### src/logic/id_tracker_consts.svh
// Sizes for the ID tracker. DEPTH must be at least 2 and the read/write port counts fixed at 2/3
`ifndef ID_TRACKER_CONSTS_SVH
`define ID_TRACKER_CONSTS_SVH

////////////////////////////////////////
// Tracker geometry
////////////////////////////////////////

// Number of tracked IDs
`define ID_TRACK_DEPTH 16

// Toggle ports: issue plus two retire ports
`define ID_TRACK_WRITE_PORTS 3

// Query ports
`define ID_TRACK_READ_PORTS 2

`endif
### src/logic/id_tracker_pkg.sv
// Types for the ID tracker; write port order must match ID_TRACK_WRITE_PORTS in the consts header
`include "id_tracker_consts.svh"

package id_tracker_pkg;

    ////////////////////////////////////////
    // Shared types
    ////////////////////////////////////////

    // One tracked ID
    typedef logic [$clog2(`ID_TRACK_DEPTH)-1:0] id_t;

    // Write port indices into the toggle arrays
    // Issue port doubles as the clearing port
    typedef enum logic [1:0] {
        issue_port    = 2'd0,
        retire_a_port = 2'd1,
        retire_b_port = 2'd2
    } write_port_e;

endpackage

### src/logic/id_tracker_top.sv
// No back-pressure: toggles are never refused and must be held off by the user while busy is high
`timescale 1ns/100ps

`include "id_tracker_consts.svh"

module id_tracker_top
    import id_tracker_pkg::*;
(
    input  logic clk,
    input  logic arst_n,

    // Toggle ports, one-cycle pulses
    input  logic issue,
    input  id_t  issue_id,
    input  logic retire_a,
    input  id_t  retire_a_id,
    input  logic retire_b,
    input  id_t  retire_b_id,

    // Query ports
    input  id_t  query_a_id,
    output logic query_a_in_use,
    input  id_t  query_b_id,
    output logic query_b_in_use,

    // Clear handshake
    input  logic clear_req,
    output logic clear_ack,
    output logic busy
);

    ////////////////////////////////////////
    // Port packing
    ////////////////////////////////////////

    logic toggle_vec    [`ID_TRACK_WRITE_PORTS];
    id_t  toggle_id_vec [`ID_TRACK_WRITE_PORTS];
    id_t  read_id_vec   [`ID_TRACK_READ_PORTS];
    logic in_use_vec    [`ID_TRACK_READ_PORTS];

    logic init_clear;
    logic clear_last;

    // Write ports in write_port_e order
    assign toggle_vec[issue_port]       = issue;
    assign toggle_id_vec[issue_port]    = issue_id;
    assign toggle_vec[retire_a_port]    = retire_a;
    assign toggle_id_vec[retire_a_port] = retire_a_id;
    assign toggle_vec[retire_b_port]    = retire_b;
    assign toggle_id_vec[retire_b_port] = retire_b_id;

    // Query a sits on read port 0 and shows the swept ID during a clear
    assign read_id_vec[0] = query_a_id;
    assign read_id_vec[1] = query_b_id;
    assign query_a_in_use = in_use_vec[0];
    assign query_b_in_use = in_use_vec[1];

    ////////////////////////////////////////
    // Instances
    ////////////////////////////////////////

    clear_sequencer u_clear_seq (
        .clk        (clk),
        .arst_n     (arst_n),
        .clear_req  (clear_req),
        .clear_ack  (clear_ack),
        .busy       (busy),
        .clear_last (clear_last),
        .init_clear (init_clear)
    );

    toggle_memory_set #(
        .DEPTH            (`ID_TRACK_DEPTH),
        .NUM_WRITE_PORTS  (`ID_TRACK_WRITE_PORTS),
        .NUM_READ_PORTS   (`ID_TRACK_READ_PORTS),
        .CLEAR_WRITE_PORT (int'(issue_port)),
        .CLEAR_READ_PORT  (0)
    ) u_mem_set (
        .clk        (clk),
        .arst_n     (arst_n),
        .init_clear (init_clear),
        .toggle     (toggle_vec),
        .toggle_id  (toggle_id_vec),
        .read_id    (read_id_vec),
        .in_use     (in_use_vec),
        .clear_last (clear_last)
    );

endmodule

### src/logic/clear_sequencer.sv
// Expects a four-phase clear_req; clear_req must stay low until clear_ack has dropped
`timescale 1ns/100ps

module clear_sequencer (
    input  logic clk,
    input  logic arst_n,

    // Handshake with the user
    input  logic clear_req,
    output logic clear_ack,
    output logic busy,

    // Sweep control towards the memory set
    input  logic clear_last,
    output logic init_clear
);

    ////////////////////////////////////////
    // State machine
    ////////////////////////////////////////

    typedef enum logic [1:0] {
        st_idle  = 2'd0,
        st_sweep = 2'd1,
        st_ack   = 2'd2
    } clear_state_e;

    clear_state_e state;
    clear_state_e state_next;

    always_ff @(posedge clk or negedge arst_n) begin
        if (!arst_n) begin
            state <= st_idle;
        end else begin
            state <= state_next;
        end
    end

    always_comb begin
        state_next = state;
        case (state)
            // Start the sweep on a request
            st_idle: begin
                if (clear_req) begin
                    state_next = st_sweep;
                end
            end
            // One ID per cycle until the memory set flags the last one
            st_sweep: begin
                if (clear_last) begin
                    state_next = st_ack;
                end
            end
            // Hold the ack until the request drops
            st_ack: begin
                if (!clear_req) begin
                    state_next = st_idle;
                end
            end
            default: begin
                state_next = st_idle;
            end
        endcase
    end

    ////////////////////////////////////////
    // Outputs
    ////////////////////////////////////////

    // Decoded from the state register only
    assign init_clear = (state == st_sweep);
    assign clear_ack  = (state == st_ack);

    // Toggles are not allowed while busy
    assign busy = init_clear || clear_ack;

endmodule

### src/logic/toggle_memory_set.sv
// Users must hold toggles on the clearing write port while init_clear is high; ID width from id_t
`timescale 1ns/100ps

module toggle_memory_set
    import id_tracker_pkg::*;
    #(
        parameter int DEPTH            = 16,
        parameter int NUM_WRITE_PORTS  = 3,
        parameter int NUM_READ_PORTS   = 2,
        parameter int CLEAR_WRITE_PORT = 0,
        parameter int CLEAR_READ_PORT  = 0
    )
    (
        input  logic clk,
        input  logic arst_n,
        input  logic init_clear,

        // Toggle ports
        input  logic toggle    [NUM_WRITE_PORTS],
        input  id_t  toggle_id [NUM_WRITE_PORTS],

        // Query ports
        input  id_t  read_id   [NUM_READ_PORTS],
        output logic in_use    [NUM_READ_PORTS],

        // High on the final swept index
        output logic clear_last
    );

    ////////////////////////////////////////
    // Clearing index
    ////////////////////////////////////////

    id_t clear_index;

    // Last index of the sweep
    assign clear_last = init_clear && (clear_index == id_t'(DEPTH - 1));

    // Walks every ID once per sweep, back to zero at the end
    always_ff @(posedge clk or negedge arst_n) begin
        if (!arst_n) begin
            clear_index <= '0;
        end else if (clear_last) begin
            clear_index <= '0;
        end else if (init_clear) begin
            clear_index <= clear_index + 1'b1;
        end
    end

    ////////////////////////////////////////
    // Port steering
    ////////////////////////////////////////

    logic mem_toggle    [NUM_WRITE_PORTS];
    id_t  mem_toggle_id [NUM_WRITE_PORTS];
    id_t  mem_read_id   [NUM_READ_PORTS];

    always_comb begin
        for (int w = 0; w < NUM_WRITE_PORTS; w++) begin
            mem_toggle[w]    = toggle[w];
            mem_toggle_id[w] = toggle_id[w];
        end
        for (int r = 0; r < NUM_READ_PORTS; r++) begin
            mem_read_id[r] = read_id[r];
        end

        // Sweep takes over one write and one read port
        // Flip only set entries so each ID ends up free
        if (init_clear) begin
            mem_toggle_id[CLEAR_WRITE_PORT] = clear_index;
            mem_read_id[CLEAR_READ_PORT]    = clear_index;
            mem_toggle[CLEAR_WRITE_PORT]    = in_use[CLEAR_READ_PORT];
        end
    end

    ////////////////////////////////////////
    // Memory grid
    ////////////////////////////////////////

    // One copy of each write port's bits per read port
    logic read_data [NUM_WRITE_PORTS][NUM_READ_PORTS];

    for (genvar r = 0; r < NUM_READ_PORTS; r++) begin : g_read
        for (genvar w = 0; w < NUM_WRITE_PORTS; w++) begin : g_write
            toggle_memory #(
                .DEPTH (DEPTH)
            ) u_mem (
                .clk       (clk),
                .toggle    (mem_toggle[w]),
                .toggle_id (mem_toggle_id[w]),
                .read_id   (mem_read_id[r]),
                .read_data (read_data[w][r])
            );
        end
    end

    // In use is the parity of all write ports for that ID
    always_comb begin
        for (int r = 0; r < NUM_READ_PORTS; r++) begin
            in_use[r] = 1'b0;
            for (int w = 0; w < NUM_WRITE_PORTS; w++) begin
                in_use[r] = in_use[r] ^ read_data[w][r];
            end
        end
    end

endmodule

### src/logic/toggle_memory.sv
// No reset: contents start at zero only through the initial value (simulation and FPGA)
`timescale 1ns/100ps

module toggle_memory
    import id_tracker_pkg::*;
    #(
        parameter int DEPTH = 16
    )
    (
        input  logic clk,

        // Flip request for one entry
        input  logic toggle,
        input  id_t  toggle_id,

        // Combinational read port
        input  id_t  read_id,
        output logic read_data
    );

    ////////////////////////////////////////
    // Storage
    ////////////////////////////////////////

    // One bit per ID
    logic mem [DEPTH] = '{default: 1'b0};

    // Internal read port for the read-modify-write
    logic toggle_bit;

    assign toggle_bit = mem[toggle_id];

    // Write back the inverted bit on a toggle
    always_ff @(posedge clk) begin
        if (toggle) begin
            mem[toggle_id] <= ~toggle_bit;
        end
    end

    ////////////////////////////////////////
    // External read
    ////////////////////////////////////////

    // Asynchronous read, follows read_id in the same cycle
    // Maps to distributed RAM on FPGA
    assign read_data = mem[read_id];

endmodule

### config.mk
export PLATFORM = sky130hd
export DESIGN_NAME = id_tracker_top
export DESIGN_NICKNAME = d
export VERILOG_FILES = /design/src/logic/id_tracker_pkg.sv /design/src/logic/id_tracker_top.sv /design/src/logic/clear_sequencer.sv /design/src/logic/toggle_memory_set.sv /design/src/logic/toggle_memory.sv
export VERILOG_INCLUDE_DIRS = /design/src /design/src/logic
export SDC_FILE = /design/constraint.sdc
export NUM_CORES = 1
export LEC_CHECK = 0
export BUFFER_PORTS_ARGS = -buffer_cell sky130_fd_sc_hd__buf_2
export CORE_MARGIN = 2
export CORE_UTILIZATION = 55
export DETAILED_ROUTE_END_ITERATION = 6
export HOLD_SLACK_MARGIN = 0.08
export PLACE_DENSITY = 0.85
export SLEW_MARGIN = 25
export SYNTH_ARGS = -nofsm -noshare
export SYNTH_HDL_FRONTEND = slang
export SYNTH_SLANG_ARGS = --single-unit
export TNS_END_PERCENT = 100
### constraint.sdc
create_clock -name clk -period 3.85 [get_ports clk]
set_input_delay 0.385 -clock clk [delete_from_list [all_inputs] [get_ports clk]]
set_output_delay 0.385 -clock clk [all_outputs]
set_load 0.01 [all_outputs]
==> results of run 1 <==
[per-layer routing]
metal / part of all wire (%) / routed length [um] / up-vias / track usage, %
li1: - / - / 1530 / -
met1: 41 / 4620 / 1712 / 28.4
met2: 50 / 5670 / 157 / 36.2
met3: 7.3 / 831 / 29 / 4.15
met4: 2.5 / 281 / 0 / 10.2
met5: 0 / 0 / - / 0
[worst max path at each step]
| stage | endpoint | slack (ns) | depth (start not counted) |
|---|---|---|---|
| detailed placement | u_mem_set.g_read[0].g_write[0].u_mem.mem[2]$_DFFE_PP_ | 0.16 | 9 |
| floorplan | u_mem_set.g_read[0].g_write[0].u_mem.mem[0]$_DFFE_PP_ | 0.19 | 10 |
| CTS | query_a_in_use | 0.06 | 10 |
| finish | query_a_in_use | 0.26 | 10 |
| global placement | query_a_in_use | 0.22 | 10 |
| global route | query_a_in_use | 0.07 | 10 |
[flip-flops by register name, summed over array words and instances, names as in the netlist]
name	count
u_mem_set.g_read.g_write.u_mem.mem	96
u_mem_set.clear_index	4
u_clear_seq.state	2
[cells by family after synthesis]
| logic type | count (synthesis) | share of synthesized area [%] |
|---|---|---|
| AOI/OAI and AO/OA | 40 | 5.12 |
| xor gates and xnor gates | 7 | 1.39 |
| adders and majority gates | 5 | 1.14 |
| buffers and inverters | 30 | 2.47 |
| DFF | 102 | 55.4 |
| muxes | 74 | 25.3 |
| and+or+nand+nor | 112 | 9.25 |
[final cells by class]
type                    count  area (um2)
flip-flops and latches    102        3030
fillers                   706        3720
clock buffers               9         124
well taps                 133         166
clock inverters             7        73.8
inverters                   9        33.8
repair buffers             45         268
multi-input cells         238        2310
[synth_stat cells, drive strengths merged, types with 2 or more instances]
library cell  instances
nor3b                 2
xnor2                 6
a21oi                 4
o32ai                 2
mux2i                18
o21ai                22
nor2                 31
inv                   9
nand2                46
nor2b                 4
o221ai                2
nand3b                4
buf                  11
edfxtp               96
ha                    5
a32o                  2
and3                  2
nand2b                6
nor3                  9
or3b                  2
mux4                 50
clkbuf               10
mux2                  6
a22oi                 4
nand3                 4
dfrtp                 6
[metrics by stage]
step / hold slack (ns) / worst slack, ns / std cells / cell area [um2] / utilization (%)
after floorplan: 0.0894 / 0.186 / 370 / 5480 / -
after global placement: 0.213 / 0.222 / 520 / 5760 / 59.2
after detailed placement: 0.215 / 0.156 / 520 / 5760 / 59.2
after CTS: 0.351 / 0.0578 / 537 / 5970 / 61.3
after global routing: 0.371 / 0.0670 / 543 / 6010 / 61.8
final: 0.356 / 0.259 / 543 / 6010 / 61.8
[power by group through the flow]
stage	combinational (uW)	clock (uW)	sequential (uW)
after floorplan	1420	0	1510
after global placement	1690	0	1570
after detailed placement	1750	0	1580
after CTS	1790	689	1550
after global routing	2260	731	1570
final	2100	686	1560
[critical path, cell delays in order, from the launching register on]
cell,delay (ns)
dfrtp_1,0.40
inv_1,0.11
ha_1,0.27
buf_4,0.22
mux2_2,0.46
mux4_2,0.33
a22oi_1,0.21
nand2_1,0.09
xor3_4,0.52
inv_1,0.08
buf_2,0.12
[timing repair]
| item | 4_1_cts | 5_1_grt |
|---|---|---|
| pin swaps | 0 | 1 |
| hold endpoints to repair | 6 | 0 |
| endpoints found under the setup margin | 1 | 1 |
| hold buffers | 1 | 0 |
| buffers inserted | 0 | 6 |
| resized for setup | 2 | 1 |
[cells in the final DEF (no fill, tap or decap), types with 3 or more instances in the layout]
master,instances
nor3_1,9
mux4_2,50
clkinv_4,3
nand2b_1,6
mux2i_1,16
inv_1,9
nand3b_1,4
clkbuf_8,9
o21ai_2,9
nor2b_1,4
nor2_1,31
mux2_2,5
buf_2,29
buf_4,15
nand2_1,46
ha_1,5
dfrtp_1,6
nand3_1,4
o21ai_0,13
a22oi_1,4
a21oi_1,4
edfxtp_1,96
xnor2_1,6
==> flow_metrics.tcl, run 1 <==
set metrics [dict create \
    outcome "complete, no violations" \
    hp-class "in -> async" \
    slew_violations 0 \
    fin_skew_ns 0.0128 \
    avgSynthCellArea_um2 14.8 \
    ir_drop_mv 0.431 \
    timing.setup.tns_ns 0 \
    finalSetupViolCount 0 \
    yosysWarnings 0 \
    crit_arrival_ns 3.21 \
    startpoint_type "flip-flop" \
    synth_top_area_share_pct 52.6 \
    first_global_vias 3581 \
    drv_cap 0 \
    crit_required_ns 3.46 \
    cts_made_buffers 9 \
    r2r-end "u_mem_set.g_read[1].g_write[0].u_mem.mem[2]$_DFFE_PP_" \
    reg2reg_slack_ns 0.42 \
    drt_wl_total_um 11400 \
    routed_via_density 6.31 \
    intPower_uw 2750 \
    p_sw_share_pct 36.7 \
    wl_per_cell_um 21.0 \
    worstPathMaxFanout 13 \
    yosysTopAreaCell "edfxtp_1" \
    cts_sinks 102 \
    route.detailed.drc 0 \
    ys_types 40 \
    die_x_um 104 \
    insertion_delay_ns 0.38 \
    reg2reg_depth 10 \
    syn_to_final_growth_pct 9.75 \
    p_leak_uw 0.00204 \
    cts_tree "done" \
    io_pins 30 \
    post-route-period-util_pct 93.3 \
    portBuffers 29 \
    slew_headroom_pct 47.9 \
    grt_max_degree 18 \
    netSwitchingPower_uw 1600 \
    syn_inst 370 \
    hold_viol 0 \
    synth.area.top_cells "edfxtp_1, mux4_2, nand2_1" \
    clockPowerShare_pct 15.8 \
    fmax_mhz 278 \
    h-tree-depth 3 \
    antenna_found_initial 0 \
    dieArea_um2 10800 \
    synth_edf_count 96 \
    fin_crit_ns 3.59 \
    synth_ff_type "edfxtp_1" \
    rows 36 \
    synth_area_um2 5480 \
    yosysSeqAreaShare_pct 55.4 \
    async_reset_ff_share_pct 5.88 \
    cts.clk_slew.worst_paths_ns 0.10 \
    routabilityCongestion 0.879 \
    startpoint "u_clear_seq.state[1]$_DFFE_PN0P_" \
    pwr-share-comb_pct 48.4 \
    globalRouteOverflowTotal 0 \
    power.density_nw_per_um2 722 \
    syn-num-nets 401 \
    nets 436 \
    start_util_pct 56.3 \
    cts-root-buf "clkbuf_8" \
    grt_pass1_wl_um 18000 \
    synth_seq_cells 102 \
    end_kind "primary output" \
    critical_path_class "reg -> out" \
    worstMarginPinSlew_ns 0.780 \
    drive_gt1_share_pct 31.5 \
    power_frac_seq_pct 35.8 \
    max-clock-path-buffers 2 \
    vias 3428 \
    rsz0062_at_grt "no" \
    track_usage_pct 21.9 \
    drtPass1Iterations 5 \
    fp.dieH_um 104 \
    reg2reg_from "u_clear_seq.state[1]$_DFFE_PN0P_" \
    diodes 0 \
    first_iter_violations 279 \
    coreArea_um2 9730 \
    power_uw 4340 \
    ant_nets 0 \
    dp_hpwl_um 8230 \
]
(Power assumes the default switching activity.)
==> run 2, diff against run 1 <==
--- a/config.mk
+++ b/config.mk
@@ -12,6 +12,7 @@
 export DETAILED_ROUTE_END_ITERATION = 6
 export HOLD_SLACK_MARGIN = 0.08
 export PLACE_DENSITY = 0.85
+export SETUP_SLACK_MARGIN = 0.3
 export SLEW_MARGIN = 25
 export SYNTH_ARGS = -nofsm -noshare
 export SYNTH_HDL_FRONTEND = slang
==> run 2 against run 1 <==
Against the previous run: die area is the same; largest power group unchanged; global-route usage grew 1.9 points; power shrank 4.3%; critical endpoint unchanged.
==> flow_metrics.tcl, run 2 (same netlist as run 1, synthesis figures left out) <==
set metrics [dict create \
    outcome "complete, no violations" \
    cts.clk_slew.worst_paths_ns 0.09 \
    cts-root-buf "clkbuf_8" \
    fin_ws_ns 0.509 \
    cp_top_family "multiplexers" \
    hp-class "in -> async" \
    crit_cells 9 \
    largestRegisters "u_mem_set.g_read.g_write.u_mem.mem: 96 flops, u_mem_set.clear_index: 4 flops, u_clear_seq.state: 2 flops" \
    ir_drop_mv 0.527 \
    first_iter_violations 307 \
    grt_pass1_wl_um 19200 \
    reg2reg_from "u_clear_seq.state[1]$_DFFE_PN0P_" \
    reg2reg_slack_ns 0.55 \
    io_pins 30 \
    antenna_found_initial 0 \
    ant_nets 0 \
    track_usage_pct 23.8 \
    post-route-period-util_pct 86.8 \
    dp_hpwl_um 8810 \
    rsz0062_at_grt "no" \
    layout_common_cells "edfxtp_1, mux4_2, nand2_1" \
    fmax_mhz 299 \
    globalRouteOverflowTotal 0 \
    critical_path_class "reg -> out" \
    endpoint "query_a_in_use" \
    h-tree-depth 3 \
    timing.setup.tns_ns 0 \
    startpoint "u_clear_seq.state[1]$_DFFE_PN0P_" \
    drt_wl_total_um 12300 \
    top_register "u_mem_set.g_read.g_write.u_mem.mem" \
    crit_required_ns 3.46 \
    reg2reg_depth 9 \
    diodes 0 \
    max-clock-path-buffers 2 \
    end_kind "primary output" \
    vias 3461 \
    nets 433 \
    worst-path-buf-inv 3 \
    cts_sinks 102 \
    r2r-end "u_mem_set.g_read[1].g_write[0].u_mem.mem[5]$_DFFE_PP_" \
    start_util_pct 56.3 \
    routed_via_density 6.41 \
    slew_violations 0 \
    route.detailed.drc 0 \
    portBuffers 29 \
    whs_ns 0.371 \
    first_global_vias 3604 \
    cts_made_buffers 9 \
    finalInstanceArea_um2 6010 \
    cp_cell_sequence "inv_1 > ha_4 > mux2_4 > mux4_2 > a22oi_1 > nand2_1 > xor3_4 > inv_1 > buf_2" \
    die_x_um 104 \
    worstMarginPinSlew_ns 0.868 \
    routabilityCongestion 0.936 \
    drive_gt1_share_pct 31.2 \
    drtPass1Iterations 4 \
    largest_reg_flops 96 \
    slowest_stage "xor3_4" \
    rows 36 \
    nFillCells 710 \
    dp_slack_ns 0.190 \
    drv_cap 0 \
    fin_crit_ns 3.34 \
    p_leak_uw 0.00202 \
    grt_max_degree 19 \
    coreArea_um2 9730 \
    wl_per_cell_um 22.8 \
    fin_skew_ns 0.0115 \
    slew_headroom_pct 40.5 \
    final_common_cell "edfxtp_1" \
    crit_arrival_ns 2.96 \
    finalSetupViolCount 0 \
    crit_top_cell "inv_1" \
    dieArea_um2 10800 \
    max_stage_delay_ns 0.48 \
    fp.dieH_um 104 \
    placement.cell_area_um2 5760 \
    power.density_nw_per_um2 691 \
    worstPathMaxFanout 9 \
    startpoint_type "flip-flop" \
    hold_viol 0 \
    cts_tree "done" \
    insertion_delay_ns 0.37 \
    syn_to_final_growth_pct 9.68 \
]
-- run 2: repair_timing --
item | in CTS | in global routing
pin swaps | 1 | 0
hold buffers | 1 | 0
buffers inserted | 1 | 1
gates resized for setup | 3 | 2
hold endpoints to repair | 6 | 0
setup endpoints to repair | 15 | 5
-- run 2: area by class of cell --
class | instances | area, um2 | share of cell area [%]
Multi-Input combinational cell | 238 | 2330 | 38.7
Clock inverter | 7 | 80.1 | 1.33
Tap cell | 133 | 166 | 2.77
Inverter | 9 | 33.8 | 0.562
Timing Repair Buffer | 42 | 245 | 4.08
Sequential cell | 102 | 3030 | 50.5
Clock buffer | 9 | 124 | 2.06
-- run 2: routing by layer --
layer / GRT usage (%) / vias to the layer above / wire (um)
met2: 40.6 / 200 / 6340
met1: 29.9 / 1702 / 4640
met3: 5.29 / 35 / 961
met4: 9.17 / 0 / 368
met5: 0 / - / 0
li1: - / 1524 / -
-- run 2: power breakdown --
group          switching, uW  total (uW)  internal, uW
registers                103        1560          1460
logic                   1090        1890           805
clock network            388         697           310
total                   1580        4150          2570
-- run 2: worst min-delay path by stage --
stage	endpoint	cells past startpoint
floorplan	u_clear_seq.state[0]$_DFFE_PN0P_	0
global placement	u_mem_set.clear_index[2]$_DFFE_PN0P_	1
detailed placement	u_mem_set.clear_index[0]$_DFFE_PN0P_	1
CTS	u_mem_set.clear_index[0]$_DFFE_PN0P_	2
global route	u_mem_set.clear_index[1]$_DFFE_PN0P_	2
finish	u_mem_set.clear_index[0]$_DFFE_PN0P_	2
-- run 2: worst register-to-register path: stages, from the launching register on --
cell	delay, ns
dfrtp_1	0.39
inv_1	0.15
ha_4	0.22
mux2_4	0.40
mux4_2	0.44
a22oi_1	0.21
nand2_1	0.11
xor3_4	0.48
buf_4	0.24
o21ai_0	0.35
-- run 2: stage by stage --
stage / instances / total power (uW) / utilization [%]
6_report: 540 / 4150 / 61.8
3_5_place_dp: 521 / 3330 / 59.2
2_1_floorplan: 370 / 2940 / -
4_1_cts: 539 / 4120 / 61.6
3_3_place_gp: 521 / 3270 / 59.2
5_1_grt: 540 / 4350 / 61.8
